[src/hw/cache_ctrl_pkg.sv]
`default_nettype none

// encodings used by the controller and the perf counter
package cache_ctrl_pkg;

	// controller FSM states
	typedef enum logic [2:0] {
		ST_IDLE      = 3'd0,	// wait for a core request
		ST_LOOKUP    = 3'd1,	// tag compare against all blocks
		ST_HIT_DONE  = 3'd2,	// done pulse to the core
		ST_WB_REQ    = 3'd3,	// ask buffer to take a dirty victim
		ST_WB_DATA   = 3'd4,	// stream victim words out
		ST_FILL_REQ  = 3'd5,	// ask buffer for the missing block
		ST_FILL_DATA = 3'd6,	// stream block words in
		ST_REPLAY    = 3'd7	// serve the request as a hit
	} ctrl_state_t;

	// perf command, lives in comm_i[7:0]
	typedef enum logic [7:0] {
		COMM_NOP   = 8'h00,
		COMM_CLEAR = 8'h01,	// zero all counters
		COMM_HOLD  = 8'h02,	// freeze counting
		COMM_RUN   = 8'h03	// resume counting
	} comm_op_t;

	// which counter shows on comm_o
	typedef enum logic [1:0] {
		MET_REQ  = 2'd0,
		MET_HIT  = 2'd1,
		MET_MISS = 2'd2,
		MET_WB   = 2'd3
	} metric_t;

endpackage

`default_nettype wire

[src/hw/cache_cfg_pkg.sv]
`default_nettype none

// address and block geometry shared by every cache block
package cache_cfg_pkg;

	// --------------------------------------------------
	// core word address
	// --------------------------------------------------
	localparam int BW_WORD_ADDR = 16;	// word address from the core
	localparam int BW_DATA      = 32;	// one data word

	// --------------------------------------------------
	// block layout
	// --------------------------------------------------
	// the low address bits pick a word inside the block
	localparam int BW_BLOCK        = 2;
	localparam int WORDS_PER_BLOCK = 1 << BW_BLOCK;	// 4 words per block

	// everything above the word offset is tag in a fully associative cache
	localparam int BW_TAG = BW_WORD_ADDR - BW_BLOCK;	// 14 bits

endpackage

`default_nettype wire
[src/hw/cache_fa_all.sv]
`default_nettype none

module cache_fa_all #(
	parameter int CACHE_BLOCK_CAPACITY = 8,	// power of two, at least 2
	localparam int BW_IDX = $clog2(CACHE_BLOCK_CAPACITY),
	localparam int BW_MEM = BW_IDX + cache_cfg_pkg::BW_BLOCK
) (
	// system
	input  wire                                    clock_i,
	input  wire                                    rst_n_i,
	input  wire [31:0]                             comm_i,	// perf command
	input  wire cache_ctrl_pkg::metric_t           metric_sel_i,
	output logic [31:0]                            comm_o,	// selected counter

	// core
	input  wire                                    core_req_i,	// held until done
	input  wire                                    core_rw_i,	// 1 write, 0 read
	input  wire [cache_cfg_pkg::BW_WORD_ADDR-1:0]  core_add_i,
	input  wire [cache_cfg_pkg::BW_DATA-1:0]       core_data_i,
	output logic                                   core_done_o,	// one-cycle pulse
	output logic                                   core_hit_o,
	output logic [cache_cfg_pkg::BW_DATA-1:0]      core_data_o,

	// buffer
	input  wire                                    en_i,
	input  wire                                    ready_req_i,	// buffer takes a command
	input  wire                                    ready_write_i,	// buffer takes a word
	input  wire                                    ready_read_i,	// buffer has a word
	input  wire [cache_cfg_pkg::BW_DATA-1:0]       data_i,
	output logic                                   req_o,
	output logic                                   req_block_o,
	output logic                                   rw_o,
	output logic                                   write_o,
	output logic                                   read_o,
	output logic [cache_cfg_pkg::BW_WORD_ADDR-1:0] add_o,	// block base address
	output logic [cache_cfg_pkg::BW_DATA-1:0]      data_o
);

	// --------------------------------------------------
	// request split
	// --------------------------------------------------
	logic [cache_cfg_pkg::BW_TAG-1:0]   req_tag;
	logic [cache_cfg_pkg::BW_BLOCK-1:0] req_word;

	assign req_tag  = core_add_i[cache_cfg_pkg::BW_WORD_ADDR-1:cache_cfg_pkg::BW_BLOCK];
	assign req_word = core_add_i[cache_cfg_pkg::BW_BLOCK-1:0];

	logic                              cam_wren, cam_hit;
	logic [BW_IDX-1:0]                 cam_addr;	// controller to tag store
	logic [BW_IDX-1:0]                 cam_index;	// matching block
	logic [cache_cfg_pkg::BW_TAG-1:0]  cam_tag;	// victim tag
	logic [BW_MEM-1:0]                 mem_addr;
	logic                              mem_wren;
	logic [cache_cfg_pkg::BW_DATA-1:0] mem_wdata, mem_q;
	logic                              flag_req, flag_hit, flag_miss, flag_wb;

	// --------------------------------------------------
	// tag lookup
	// --------------------------------------------------
	tag_memory_fa #(
		.CACHE_BLOCK_CAPACITY (CACHE_BLOCK_CAPACITY)
	) u_tag (
		.clock_i (clock_i),
		.rst_n_i (rst_n_i),
		.wren_i  (cam_wren),
		.tag_i   (req_tag),	// new tag is always the requested one
		.add_i   (cam_addr),
		.add_o   (cam_index),
		.tag_o   (cam_tag),
		.hit_o   (cam_hit)
	);

	// --------------------------------------------------
	// block storage
	// --------------------------------------------------
	cache_data_mem #(
		.CACHE_BLOCK_CAPACITY (CACHE_BLOCK_CAPACITY)
	) u_mem (
		.clock_i (clock_i),
		.wren_i  (mem_wren),
		.addr_i  (mem_addr),
		.data_i  (mem_wdata),
		.q_o     (mem_q)
	);

	assign core_data_o = mem_q;	// read word sits on q during the done cycle

	// --------------------------------------------------
	// controller
	// --------------------------------------------------
	cache_controller_fa #(
		.CACHE_BLOCK_CAPACITY (CACHE_BLOCK_CAPACITY)
	) u_ctrl (
		.clock_i              (clock_i),
		.rst_n_i              (rst_n_i),
		.enable_i             (en_i),
		.core_req_i           (core_req_i),
		.core_rw_i            (core_rw_i),
		.core_tag_i           (req_tag),
		.core_word_i          (req_word),
		.core_data_i          (core_data_i),
		.core_done_o          (core_done_o),
		.core_hit_o           (core_hit_o),
		.cam_hit_i            (cam_hit),
		.cam_addr_i           (cam_index),
		.cam_tag_i            (cam_tag),
		.cam_wren_o           (cam_wren),
		.cam_addr_o           (cam_addr),
		.mem_q_i              (mem_q),
		.mem_addr_o           (mem_addr),
		.mem_wren_o           (mem_wren),
		.mem_data_o           (mem_wdata),
		.buffer_read_ready_i  (ready_read_i),
		.buffer_data_i        (data_i),
		.buffer_read_ack_o    (read_o),
		.buffer_write_ready_i (ready_write_i),
		.buffer_data_o        (data_o),
		.buffer_write_ack_o   (write_o),
		.mem_ready_i          (ready_req_i),
		.mem_req_o            (req_o),
		.mem_req_block_o      (req_block_o),
		.mem_rw_o             (rw_o),
		.mem_req_add_o        (add_o),
		.flag_req_o           (flag_req),
		.flag_hit_o           (flag_hit),
		.flag_miss_o          (flag_miss),
		.flag_wb_o            (flag_wb)
	);

	// --------------------------------------------------
	// performance counters
	// --------------------------------------------------
	cache_perf_counter u_perf (
		.clock_i      (clock_i),
		.rst_n_i      (rst_n_i),
		.comm_i       (comm_i),
		.metric_sel_i (metric_sel_i),
		.flag_req_i   (flag_req),
		.flag_hit_i   (flag_hit),
		.flag_miss_i  (flag_miss),
		.flag_wb_i    (flag_wb),
		.comm_o       (comm_o)
	);

endmodule

`default_nettype wire

[src/hw/cache_perf_counter.sv]
`default_nettype none

module cache_perf_counter (
	input  wire                          clock_i,
	input  wire                          rst_n_i,
	input  wire [31:0]                   comm_i,	// opcode in the low byte
	input  wire cache_ctrl_pkg::metric_t metric_sel_i,
	input  wire                          flag_req_i,
	input  wire                          flag_hit_i,
	input  wire                          flag_miss_i,
	input  wire                          flag_wb_i,
	output logic [31:0]                  comm_o
);

	cache_ctrl_pkg::comm_op_t op;
	logic [31:0] cnt_q [4];	// one counter per metric_t value
	logic [3:0]  evt;
	logic        run_q;

	assign op  = cache_ctrl_pkg::comm_op_t'(comm_i[7:0]);
	assign evt = {flag_wb_i, flag_miss_i, flag_hit_i, flag_req_i};	// metric_t order

	// --------------------------------------------------
	// run control and counting
	// --------------------------------------------------
	always_ff @(posedge clock_i or negedge rst_n_i) begin
		if (!rst_n_i) begin
			run_q <= 1'b1;	// counting from reset
			for (int i = 0; i < 4; i++)
				cnt_q[i] <= '0;
		end else begin
			if (op == cache_ctrl_pkg::COMM_HOLD)
				run_q <= 1'b0;
			else if (op == cache_ctrl_pkg::COMM_RUN)
				run_q <= 1'b1;
			for (int i = 0; i < 4; i++) begin
				if (op == cache_ctrl_pkg::COMM_CLEAR)
					cnt_q[i] <= '0;	// clear wins over an event
				else if (run_q && evt[i])
					cnt_q[i] <= cnt_q[i] + 32'd1;
			end
		end
	end

	// --------------------------------------------------
	// readout
	// --------------------------------------------------
	always_ff @(posedge clock_i or negedge rst_n_i) begin
		if (!rst_n_i)
			comm_o <= '0;
		else
			comm_o <= cnt_q[metric_sel_i];	// one cycle behind the select
	end

endmodule

`default_nettype wire

[src/hw/cache_controller_fa.sv]
`default_nettype none

module cache_controller_fa #(
	parameter int CACHE_BLOCK_CAPACITY = 8,
	localparam int BW_IDX = $clog2(CACHE_BLOCK_CAPACITY),
	localparam int BW_MEM = BW_IDX + cache_cfg_pkg::BW_BLOCK
) (
	input  wire                                    clock_i,
	input  wire                                    rst_n_i,
	input  wire                                    enable_i,	// cache enabled by mem controller

	// core side
	input  wire                                    core_req_i,
	input  wire                                    core_rw_i,	// 1 write, 0 read
	input  wire [cache_cfg_pkg::BW_TAG-1:0]        core_tag_i,
	input  wire [cache_cfg_pkg::BW_BLOCK-1:0]      core_word_i,
	input  wire [cache_cfg_pkg::BW_DATA-1:0]       core_data_i,
	output logic                                   core_done_o,
	output logic                                   core_hit_o,

	// tag memory
	input  wire                                    cam_hit_i,
	input  wire [BW_IDX-1:0]                       cam_addr_i,	// index of the hit
	input  wire [cache_cfg_pkg::BW_TAG-1:0]        cam_tag_i,	// tag of the victim
	output logic                                   cam_wren_o,
	output logic [BW_IDX-1:0]                      cam_addr_o,

	// data memory
	input  wire [cache_cfg_pkg::BW_DATA-1:0]       mem_q_i,
	output logic [BW_MEM-1:0]                      mem_addr_o,
	output logic                                   mem_wren_o,
	output logic [cache_cfg_pkg::BW_DATA-1:0]      mem_data_o,

	// buffer data path
	input  wire                                    buffer_read_ready_i,
	input  wire [cache_cfg_pkg::BW_DATA-1:0]       buffer_data_i,
	output logic                                   buffer_read_ack_o,
	input  wire                                    buffer_write_ready_i,
	output logic [cache_cfg_pkg::BW_DATA-1:0]      buffer_data_o,
	output logic                                   buffer_write_ack_o,

	// buffer command path
	input  wire                                    mem_ready_i,
	output logic                                   mem_req_o,
	output logic                                   mem_req_block_o,
	output logic                                   mem_rw_o,	// 1 writeback, 0 fill
	output logic [cache_cfg_pkg::BW_WORD_ADDR-1:0] mem_req_add_o,

	// perf events
	output logic                                   flag_req_o,
	output logic                                   flag_hit_o,
	output logic                                   flag_miss_o,
	output logic                                   flag_wb_o
);

	localparam logic [cache_cfg_pkg::BW_BLOCK-1:0] LAST_WORD = '1;

	cache_ctrl_pkg::ctrl_state_t state_q, state_d;

	logic [BW_IDX-1:0]                   rr_ptr_q;	// round-robin victim, also fill target
	logic [CACHE_BLOCK_CAPACITY-1:0]     dirty_q;
	logic [cache_cfg_pkg::BW_BLOCK-1:0]  wcnt_q;	// word beat inside a block transfer
	logic                                hit_q;	// outcome of the lookup
	logic                                serve;	// LOOKUP or REPLAY
	logic                                hit_write;
	logic                                wr_beat, rd_beat;
	logic                                wb_last, fill_last;

	// --------------------------------------------------
	// beat and hit decode
	// --------------------------------------------------
	assign serve     = (state_q == cache_ctrl_pkg::ST_LOOKUP) ||
	                   (state_q == cache_ctrl_pkg::ST_REPLAY);
	assign hit_write = serve && cam_hit_i && core_rw_i;
	assign wr_beat   = (state_q == cache_ctrl_pkg::ST_WB_DATA) && buffer_write_ready_i;
	assign rd_beat   = (state_q == cache_ctrl_pkg::ST_FILL_DATA) && buffer_read_ready_i;
	assign wb_last   = wr_beat && (wcnt_q == LAST_WORD);
	assign fill_last = rd_beat && (wcnt_q == LAST_WORD);

	// --------------------------------------------------
	// next state
	// --------------------------------------------------
	always_comb begin
		state_d = state_q;
		unique case (state_q)
			cache_ctrl_pkg::ST_IDLE:
				if (enable_i && core_req_i)
					state_d = cache_ctrl_pkg::ST_LOOKUP;
			cache_ctrl_pkg::ST_LOOKUP:
				if (cam_hit_i)
					state_d = cache_ctrl_pkg::ST_HIT_DONE;
				else if (dirty_q[rr_ptr_q])
					state_d = cache_ctrl_pkg::ST_WB_REQ;	// victim must go out first
				else
					state_d = cache_ctrl_pkg::ST_FILL_REQ;
			cache_ctrl_pkg::ST_HIT_DONE:
				state_d = cache_ctrl_pkg::ST_IDLE;	// always one idle cycle
			cache_ctrl_pkg::ST_WB_REQ:
				if (mem_ready_i)
					state_d = cache_ctrl_pkg::ST_WB_DATA;
			cache_ctrl_pkg::ST_WB_DATA:
				if (wb_last)
					state_d = cache_ctrl_pkg::ST_FILL_REQ;
			cache_ctrl_pkg::ST_FILL_REQ:
				if (mem_ready_i)
					state_d = cache_ctrl_pkg::ST_FILL_DATA;
			cache_ctrl_pkg::ST_FILL_DATA:
				if (fill_last)
					state_d = cache_ctrl_pkg::ST_REPLAY;
			cache_ctrl_pkg::ST_REPLAY:
				state_d = cache_ctrl_pkg::ST_HIT_DONE;
			default:
				state_d = cache_ctrl_pkg::ST_IDLE;
		endcase
	end

	// --------------------------------------------------
	// data memory port
	// --------------------------------------------------
	always_comb begin
		mem_wren_o = 1'b0;
		mem_data_o = core_data_i;
		mem_addr_o = {rr_ptr_q, wcnt_q};	// victim word, word 0 while in WB_REQ
		case (state_q)
			cache_ctrl_pkg::ST_LOOKUP, cache_ctrl_pkg::ST_REPLAY: begin
				mem_addr_o = {cam_addr_i, core_word_i};
				mem_wren_o = hit_write;
			end
			cache_ctrl_pkg::ST_WB_DATA:
				mem_addr_o = {rr_ptr_q, wcnt_q + wr_beat};	// prefetch next word on a beat
			cache_ctrl_pkg::ST_FILL_DATA: begin
				mem_wren_o = rd_beat;
				mem_data_o = buffer_data_i;
			end
			default: ;
		endcase
	end

	// --------------------------------------------------
	// buffer and core outputs
	// --------------------------------------------------
	assign mem_req_o       = (state_q == cache_ctrl_pkg::ST_WB_REQ) ||
	                         (state_q == cache_ctrl_pkg::ST_FILL_REQ);
	assign mem_req_block_o = mem_req_o;	// only whole-block transfers
	assign mem_rw_o        = (state_q == cache_ctrl_pkg::ST_WB_REQ);
	assign mem_req_add_o   = {(mem_rw_o ? cam_tag_i : core_tag_i),
	                          {cache_cfg_pkg::BW_BLOCK{1'b0}}};	// block base

	assign buffer_write_ack_o = wr_beat;
	assign buffer_read_ack_o  = rd_beat;
	assign buffer_data_o      = mem_q_i;	// word for wcnt_q

	assign cam_addr_o = rr_ptr_q;
	assign cam_wren_o = fill_last;	// new tag lands with the last word

	assign core_done_o = (state_q == cache_ctrl_pkg::ST_HIT_DONE);
	assign core_hit_o  = hit_q;

	assign flag_req_o  = (state_q == cache_ctrl_pkg::ST_IDLE) && enable_i && core_req_i;
	assign flag_hit_o  = (state_q == cache_ctrl_pkg::ST_LOOKUP) && cam_hit_i;
	assign flag_miss_o = (state_q == cache_ctrl_pkg::ST_LOOKUP) && !cam_hit_i;
	assign flag_wb_o   = (state_q == cache_ctrl_pkg::ST_WB_REQ) && mem_ready_i;

	// --------------------------------------------------
	// state, dirty bits, victim pointer
	// --------------------------------------------------
	always_ff @(posedge clock_i or negedge rst_n_i) begin
		if (!rst_n_i) begin
			state_q  <= cache_ctrl_pkg::ST_IDLE;
			rr_ptr_q <= '0;
			dirty_q  <= '0;
			wcnt_q   <= '0;
			hit_q    <= 1'b0;
		end else begin
			state_q <= state_d;
			if (state_q == cache_ctrl_pkg::ST_LOOKUP)
				hit_q <= cam_hit_i;	// replay keeps the miss
			if (wr_beat || rd_beat)
				wcnt_q <= wcnt_q + 1'b1;	// wraps to 0 after the last beat
			if (fill_last) begin
				dirty_q[rr_ptr_q] <= 1'b0;	// fresh block matches memory
				rr_ptr_q          <= rr_ptr_q + 1'b1;
			end
			if (hit_write)
				dirty_q[cam_addr_i] <= 1'b1;
		end
	end

endmodule

`default_nettype wire

[src/hw/cache_data_mem.sv]
`default_nettype none

// word memory for all blocks, addressed as [block index | word]
module cache_data_mem #(
	parameter int CACHE_BLOCK_CAPACITY = 8,
	localparam int DEPTH   = CACHE_BLOCK_CAPACITY * cache_cfg_pkg::WORDS_PER_BLOCK,
	localparam int BW_ADDR = $clog2(DEPTH)
) (
	input  wire                              clock_i,
	input  wire                              wren_i,
	input  wire [BW_ADDR-1:0]                addr_i,	// {index, word}
	input  wire [cache_cfg_pkg::BW_DATA-1:0] data_i,
	output logic [cache_cfg_pkg::BW_DATA-1:0] q_o	// one cycle after addr_i
);

	logic [cache_cfg_pkg::BW_DATA-1:0] mem [DEPTH];

	// single port, behaves like a block RAM with old data on write
	always_ff @(posedge clock_i) begin
		if (wren_i)
			mem[addr_i] <= data_i;
		q_o <= mem[addr_i];	// registered read
	end

endmodule

`default_nettype wire

[src/hw/tag_memory_fa.sv]
`default_nettype none

module tag_memory_fa #(
	parameter int CACHE_BLOCK_CAPACITY = 8,
	localparam int BW_IDX = $clog2(CACHE_BLOCK_CAPACITY)
) (
	input  wire                             clock_i,
	input  wire                             rst_n_i,
	input  wire                             wren_i,	// store tag_i at add_i
	input  wire [cache_cfg_pkg::BW_TAG-1:0] tag_i,	// tag to look up or store
	input  wire [BW_IDX-1:0]                add_i,	// block index for write and tag read
	output logic [BW_IDX-1:0]               add_o,	// index of the matching block
	output logic [cache_cfg_pkg::BW_TAG-1:0] tag_o,	// tag held at add_i
	output logic                            hit_o
);

	// --------------------------------------------------
	// storage
	// --------------------------------------------------
	logic [cache_cfg_pkg::BW_TAG-1:0] tag_mem [CACHE_BLOCK_CAPACITY];	// one tag per block
	logic [CACHE_BLOCK_CAPACITY-1:0]  valid_q;
	logic [CACHE_BLOCK_CAPACITY-1:0]  match;	// one-hot compare result

	// tags carry no reset, the valid bits guard them
	always_ff @(posedge clock_i) begin
		if (wren_i)
			tag_mem[add_i] <= tag_i;
	end

	always_ff @(posedge clock_i or negedge rst_n_i) begin
		if (!rst_n_i) begin
			valid_q <= '0;	// empty cache right out of reset
		end else if (wren_i) begin
			valid_q[add_i] <= 1'b1;	// no invalidate path, lines only fill
		end
	end

	// --------------------------------------------------
	// associative lookup
	// --------------------------------------------------
	// every entry compared in the same cycle
	always_comb begin
		add_o = '0;
		for (int i = 0; i < CACHE_BLOCK_CAPACITY; i++) begin
			match[i] = valid_q[i] && (tag_mem[i] == tag_i);
			if (match[i])
				add_o = BW_IDX'(i);	// at most one entry can match
		end
	end

	assign hit_o = |match;

	// reverse read, lets the controller rebuild a victim address
	assign tag_o = tag_mem[add_i];

endmodule

`default_nettype wire

[config.mk]
export PLATFORM = sky130hd
export DESIGN_NAME = cache_fa_all
export DESIGN_NICKNAME = d
export VERILOG_FILES = /design/src/hw/cache_ctrl_pkg.sv /design/src/hw/cache_cfg_pkg.sv /design/src/hw/cache_fa_all.sv /design/src/hw/cache_perf_counter.sv /design/src/hw/cache_controller_fa.sv /design/src/hw/cache_data_mem.sv /design/src/hw/tag_memory_fa.sv
export SDC_FILE = /design/constraint.sdc
export NUM_CORES = 2
export LEC_CHECK = 0
export ABC_AREA = 1
export BUFFER_PORTS_ARGS = -buffer_cell sky130_fd_sc_hd__buf_4
export CAP_MARGIN = 10
export CORE_ASPECT_RATIO = 0.5
export CORE_UTILIZATION = 62
export DETAILED_ROUTE_END_ITERATION = 7
export MAX_ROUTING_LAYER = met4
export PLACE_DENSITY_LB_ADDON = 0.2
export SLEW_MARGIN = 20
export SYNTH_ARGS = -nofsm -noshare
export SYNTH_HDL_FRONTEND = slang
export SYNTH_SLANG_ARGS = --single-unit
[constraint.sdc]
create_clock -name clock_i -period 5.2 [get_ports clock_i]
set_clock_uncertainty 0.2 [all_clocks]
set_input_delay 1.04 -clock clock_i [delete_from_list [all_inputs] [get_ports clock_i]]
set_output_delay 1.04 -clock clock_i [all_outputs]
set_load 0.01 [all_outputs]
==> results by group <==
Place
  – Placed Cells: 6753
  – HPWL after DPL: 105000 um
  – Port Buf Inserts: 214
  – Final RePlAce weighted congestion: 0.960

Min path
  – Path category of the worst min-delay check: primary input to async pin

Timing
  – Fmax: 0.209 GHz
  – TNS Setup: 0 ns
  – Final setup viols: 0
  – Period utilization: 0.921
  – Fin Hold WS: 0.139 ns
  – Slew headroom: 0.199
  – Least-Margin Pin Slew: 1.20 ns
  – Final Hold Fails: 0
  – Slew Limit Fails: 0
  – RSZ-0062 raised after global routing: no
  – Fin crit period: 4.79 ns

Status
  – Status: completed

Flow run
  – Max-cap violations: 0

Clock tree
  – Number of CTS-inserted buffers: 111
  – Root buf cell: clkbuf_16
  – # hold bufs at CTS: 0
  – Clock transition at the registers of the reported paths: 0.07 ns
  – Total setup buffers inserted after CTS: 0
  – Post-CTS Resized: 0
  – Sink Count: 1354
  – CTS tree: yes
  – CTS Buffer Depth: 3
  – Htree depth: 3
  – Clock Latency Late Sink: 0.76 ns

Synthesis
  – Post-Syn Instances: 5419
  – Post-synth EDFFs: 1136
  – Seq/Total Area, Yosys: 0.683
  – Synth cell types: 56
  – Synth Area per Inst: 10.7 um2
  – Ys flop type: edfxtp_1
  – Synthesized cell area: 57700 um2
  – Post-synthesis register bit count: 1354
  – FFs w/ async S/R, synth: 0.137
  – Ys Warns: 0

Power and ir drop
  – Peak VDD IR: 1150 uV
  – Leakage Power: 25.2 nW
  – Tot Pwr: 36.6 mW
  – Pwr/cell area: 560 nW/um2

Routing
  – Post-DRT Antenna Nets: 0
  – Vias: 43200
  – Routed WL: 170000 um
  – DRC violations left: 0
  – Pre-Repair DR Iteration Count: 6
  – WL/cell: 24.5 um
  – Vias/cell: 6.20
  – Drt first-iter violations: 6200

Layout
  – Area grow syn2layout: 13.4%
  – Share of cells above drive strength 1: 0.115
  – Fin cells: 6966
  – Register area: 39400 um2
  – Area of the multi-input gates: 16200 um2
  – Fillers: 6340
  – Final Net Count: 5755

Critical path
  – Slowest stage delay, CP: 0.63 ns
  – WP buf/inv: 3
  – Critical Path Start Type: flip-flop
  – Type of destination of the critical path: output pin
  – Top delay family on crit path: buffers and inverters
  – WP data arrival: 3.55 ns
  – Crit Path Max Fanout: 9
  – Crit-path slowest cell: nor2_1
  – Crit Path Class: flip-flop to output pin
  – Critical Path RT: 3.96 ns
  – Top cell by count, worst path: nor2_1
  – CP Cell Sequence: nor2_1 > clkinv_1 > nor2_1 > inv_1 > o21ai_0 > a2111oi_0 > a21oi_1 > buf_4

Floorplanning
  – Die Width: 434 um
  – Starting Density: 0.631
  – Die height: 218 um
  – DIE AREA: 94400 um2
  – Io pins: 241
  – Core outline area: 91400 um2
  – Rows: 78

GRT
  – Overflow left after global routing: 0
  – Vias in the first global route: 40700
  – GRT Total Usage: 0.374
  – Largest net degree at the start of global routing: 106
  – Antenna violations before repair: 4
  – First-pass GRT wire length: 252000 um
-- path summary, 6_finish.rpt --
check | cells after the start | slack (ns) | to | from
setup / recovery | 8 | 0.41 | add_o[12] | u_ctrl.cam_addr_o[1]$_DFFE_PN0P_
hold / removal | 1 | 0.14 | u_tag.valid_q[6]$_DFFE_PN0P_ | rst_n_i
setup reg to reg | 16 | 1.27 | u_mem.mem[17][27]$_DFFE_PP_ | u_tag.tag_mem[5][9]$_DFFE_PP_
hold reg to reg | 2 | 0.29 | u_tag.valid_q[3]$_DFFE_PN0P_ | u_tag.valid_q[3]$_DFFE_PN0P_
max in group asynchronous | 2 | 3.60 | u_perf.cnt_q[80]$_DFFE_PN0P_ | rst_n_i
min in group clock_i | 2 | 0.29 | u_tag.valid_q[3]$_DFFE_PN0P_ | u_tag.valid_q[3]$_DFFE_PN0P_
-- layout by cell type (no fill, tap or decap), types with 113 or more instances in the layout --
cell	n
nand2_1	1800
inv_1	274
o21ai_0	210
a21oi_1	145
dfrtp_1	185
nand4_1	270
buf_4	322
edfxtp_1	1136
nor2_1	377
nand3_1	264
clkbuf_16	113
-- report_power, final --
group          switching, mW  internal, mW  total [mW]
clock network           3.99          4.77        8.76
registers              0.306          12.9        13.3
logic                   10.6          4.03        14.6
-- metrics by stage --
| stage | area (um2) | util | setup WS (ns) |
|---|---|---|---|
| finish | 65400 | 0.716 | 0.410 |
| global route | 65400 | 0.716 | 0.308 |
| CTS | 65400 | 0.715 | 0.369 |
| detailed placement | 61600 | 0.674 | 0.303 |
| global placement | 61600 | 0.674 | 0.382 |
| floorplan | 57700 | - | 0.460 |
-- state kept, by name, summed over array words and instances, names as in the netlist --
register,count
u_ctrl.cam_addr_o,3
u_ctrl.core_hit_o,1
u_ctrl.dirty_q,8
u_ctrl.state_q,3
u_ctrl.wcnt_q,2
u_mem.mem,1024
u_mem.q_o,32
u_perf.cnt_q,128
u_perf.comm_o,32
u_perf.run_q,1
u_tag.tag_mem,112
u_tag.valid_q,8
-- Yosys cell counts, types with 14 or more instances --
cell type | number | area share
a22oi_1 | 75 | 0.0098
nand3_1 | 264 | 0.023
nor2_1 | 409 | 0.027
buf_2 | 100 | 0.0087
o21ai_0 | 210 | 0.018
edfxtp_1 | 1136 | 0.59
buf_4 | 54 | 0.0070
a211oi_1 | 14 | 0.0018
nor3b_1 | 16 | 0.0021
dfrtp_1 | 185 | 0.080
nand4_1 | 270 | 0.029
inv_1 | 275 | 0.018
xnor2_1 | 27 | 0.0041
nand2_1 | 1820 | 0.12
clkbuf_1 | 116 | 0.0075
dfxtp_1 | 32 | 0.011
nor4_1 | 30 | 0.0033
o22ai_1 | 27 | 0.0029
a21oi_1 | 145 | 0.013
inv_2 | 19 | 0.0012
xor2_1 | 21 | 0.0032
nor3_1 | 60 | 0.0052
nor2_2 | 14 | 0.0015
-- final cells by class --
| cell class | count | share of cell area |
|---|---|---|
| timing repair buffer | 372 | 0.0521 |
| sequential | 1354 | 0.602 |
| clock inverter | 63 | 0.0109 |
| clock buffer | 145 | 0.0467 |
| multi-input combinational | 3489 | 0.247 |
| antenna | 5 | 0.000191 |
| inverter | 298 | 0.0172 |
| tap | 1240 | 0.0237 |
-- per-layer routing --
layer,vias to the layer above,track usage,wire [um]
met4,0,0.126,5800
li1,19100,-,-
met2,2727,0.543,75800
met1,21000,0.530,67500
met3,356,0.0787,21200
met5,-,-,0
-- kinds of logic (layout without fill, tap and decap cells) --
kind of cell	Yosys count	after routing	synth area share
flip-flops	1354	1354	0.683
other	1	7	0.0000650
buffers and inverters	577	878	0.0432
AND/OR/NAND/NOR	2915	2915	0.214
multiplexers	1	1	0.000195
XOR/XNOR	48	48	0.00728
AO/OA/AOI/OAI	516	516	0.0515
adder cells (fa/ha/maj)	7	7	0.00152
Power figures use the tool's default switching activity.
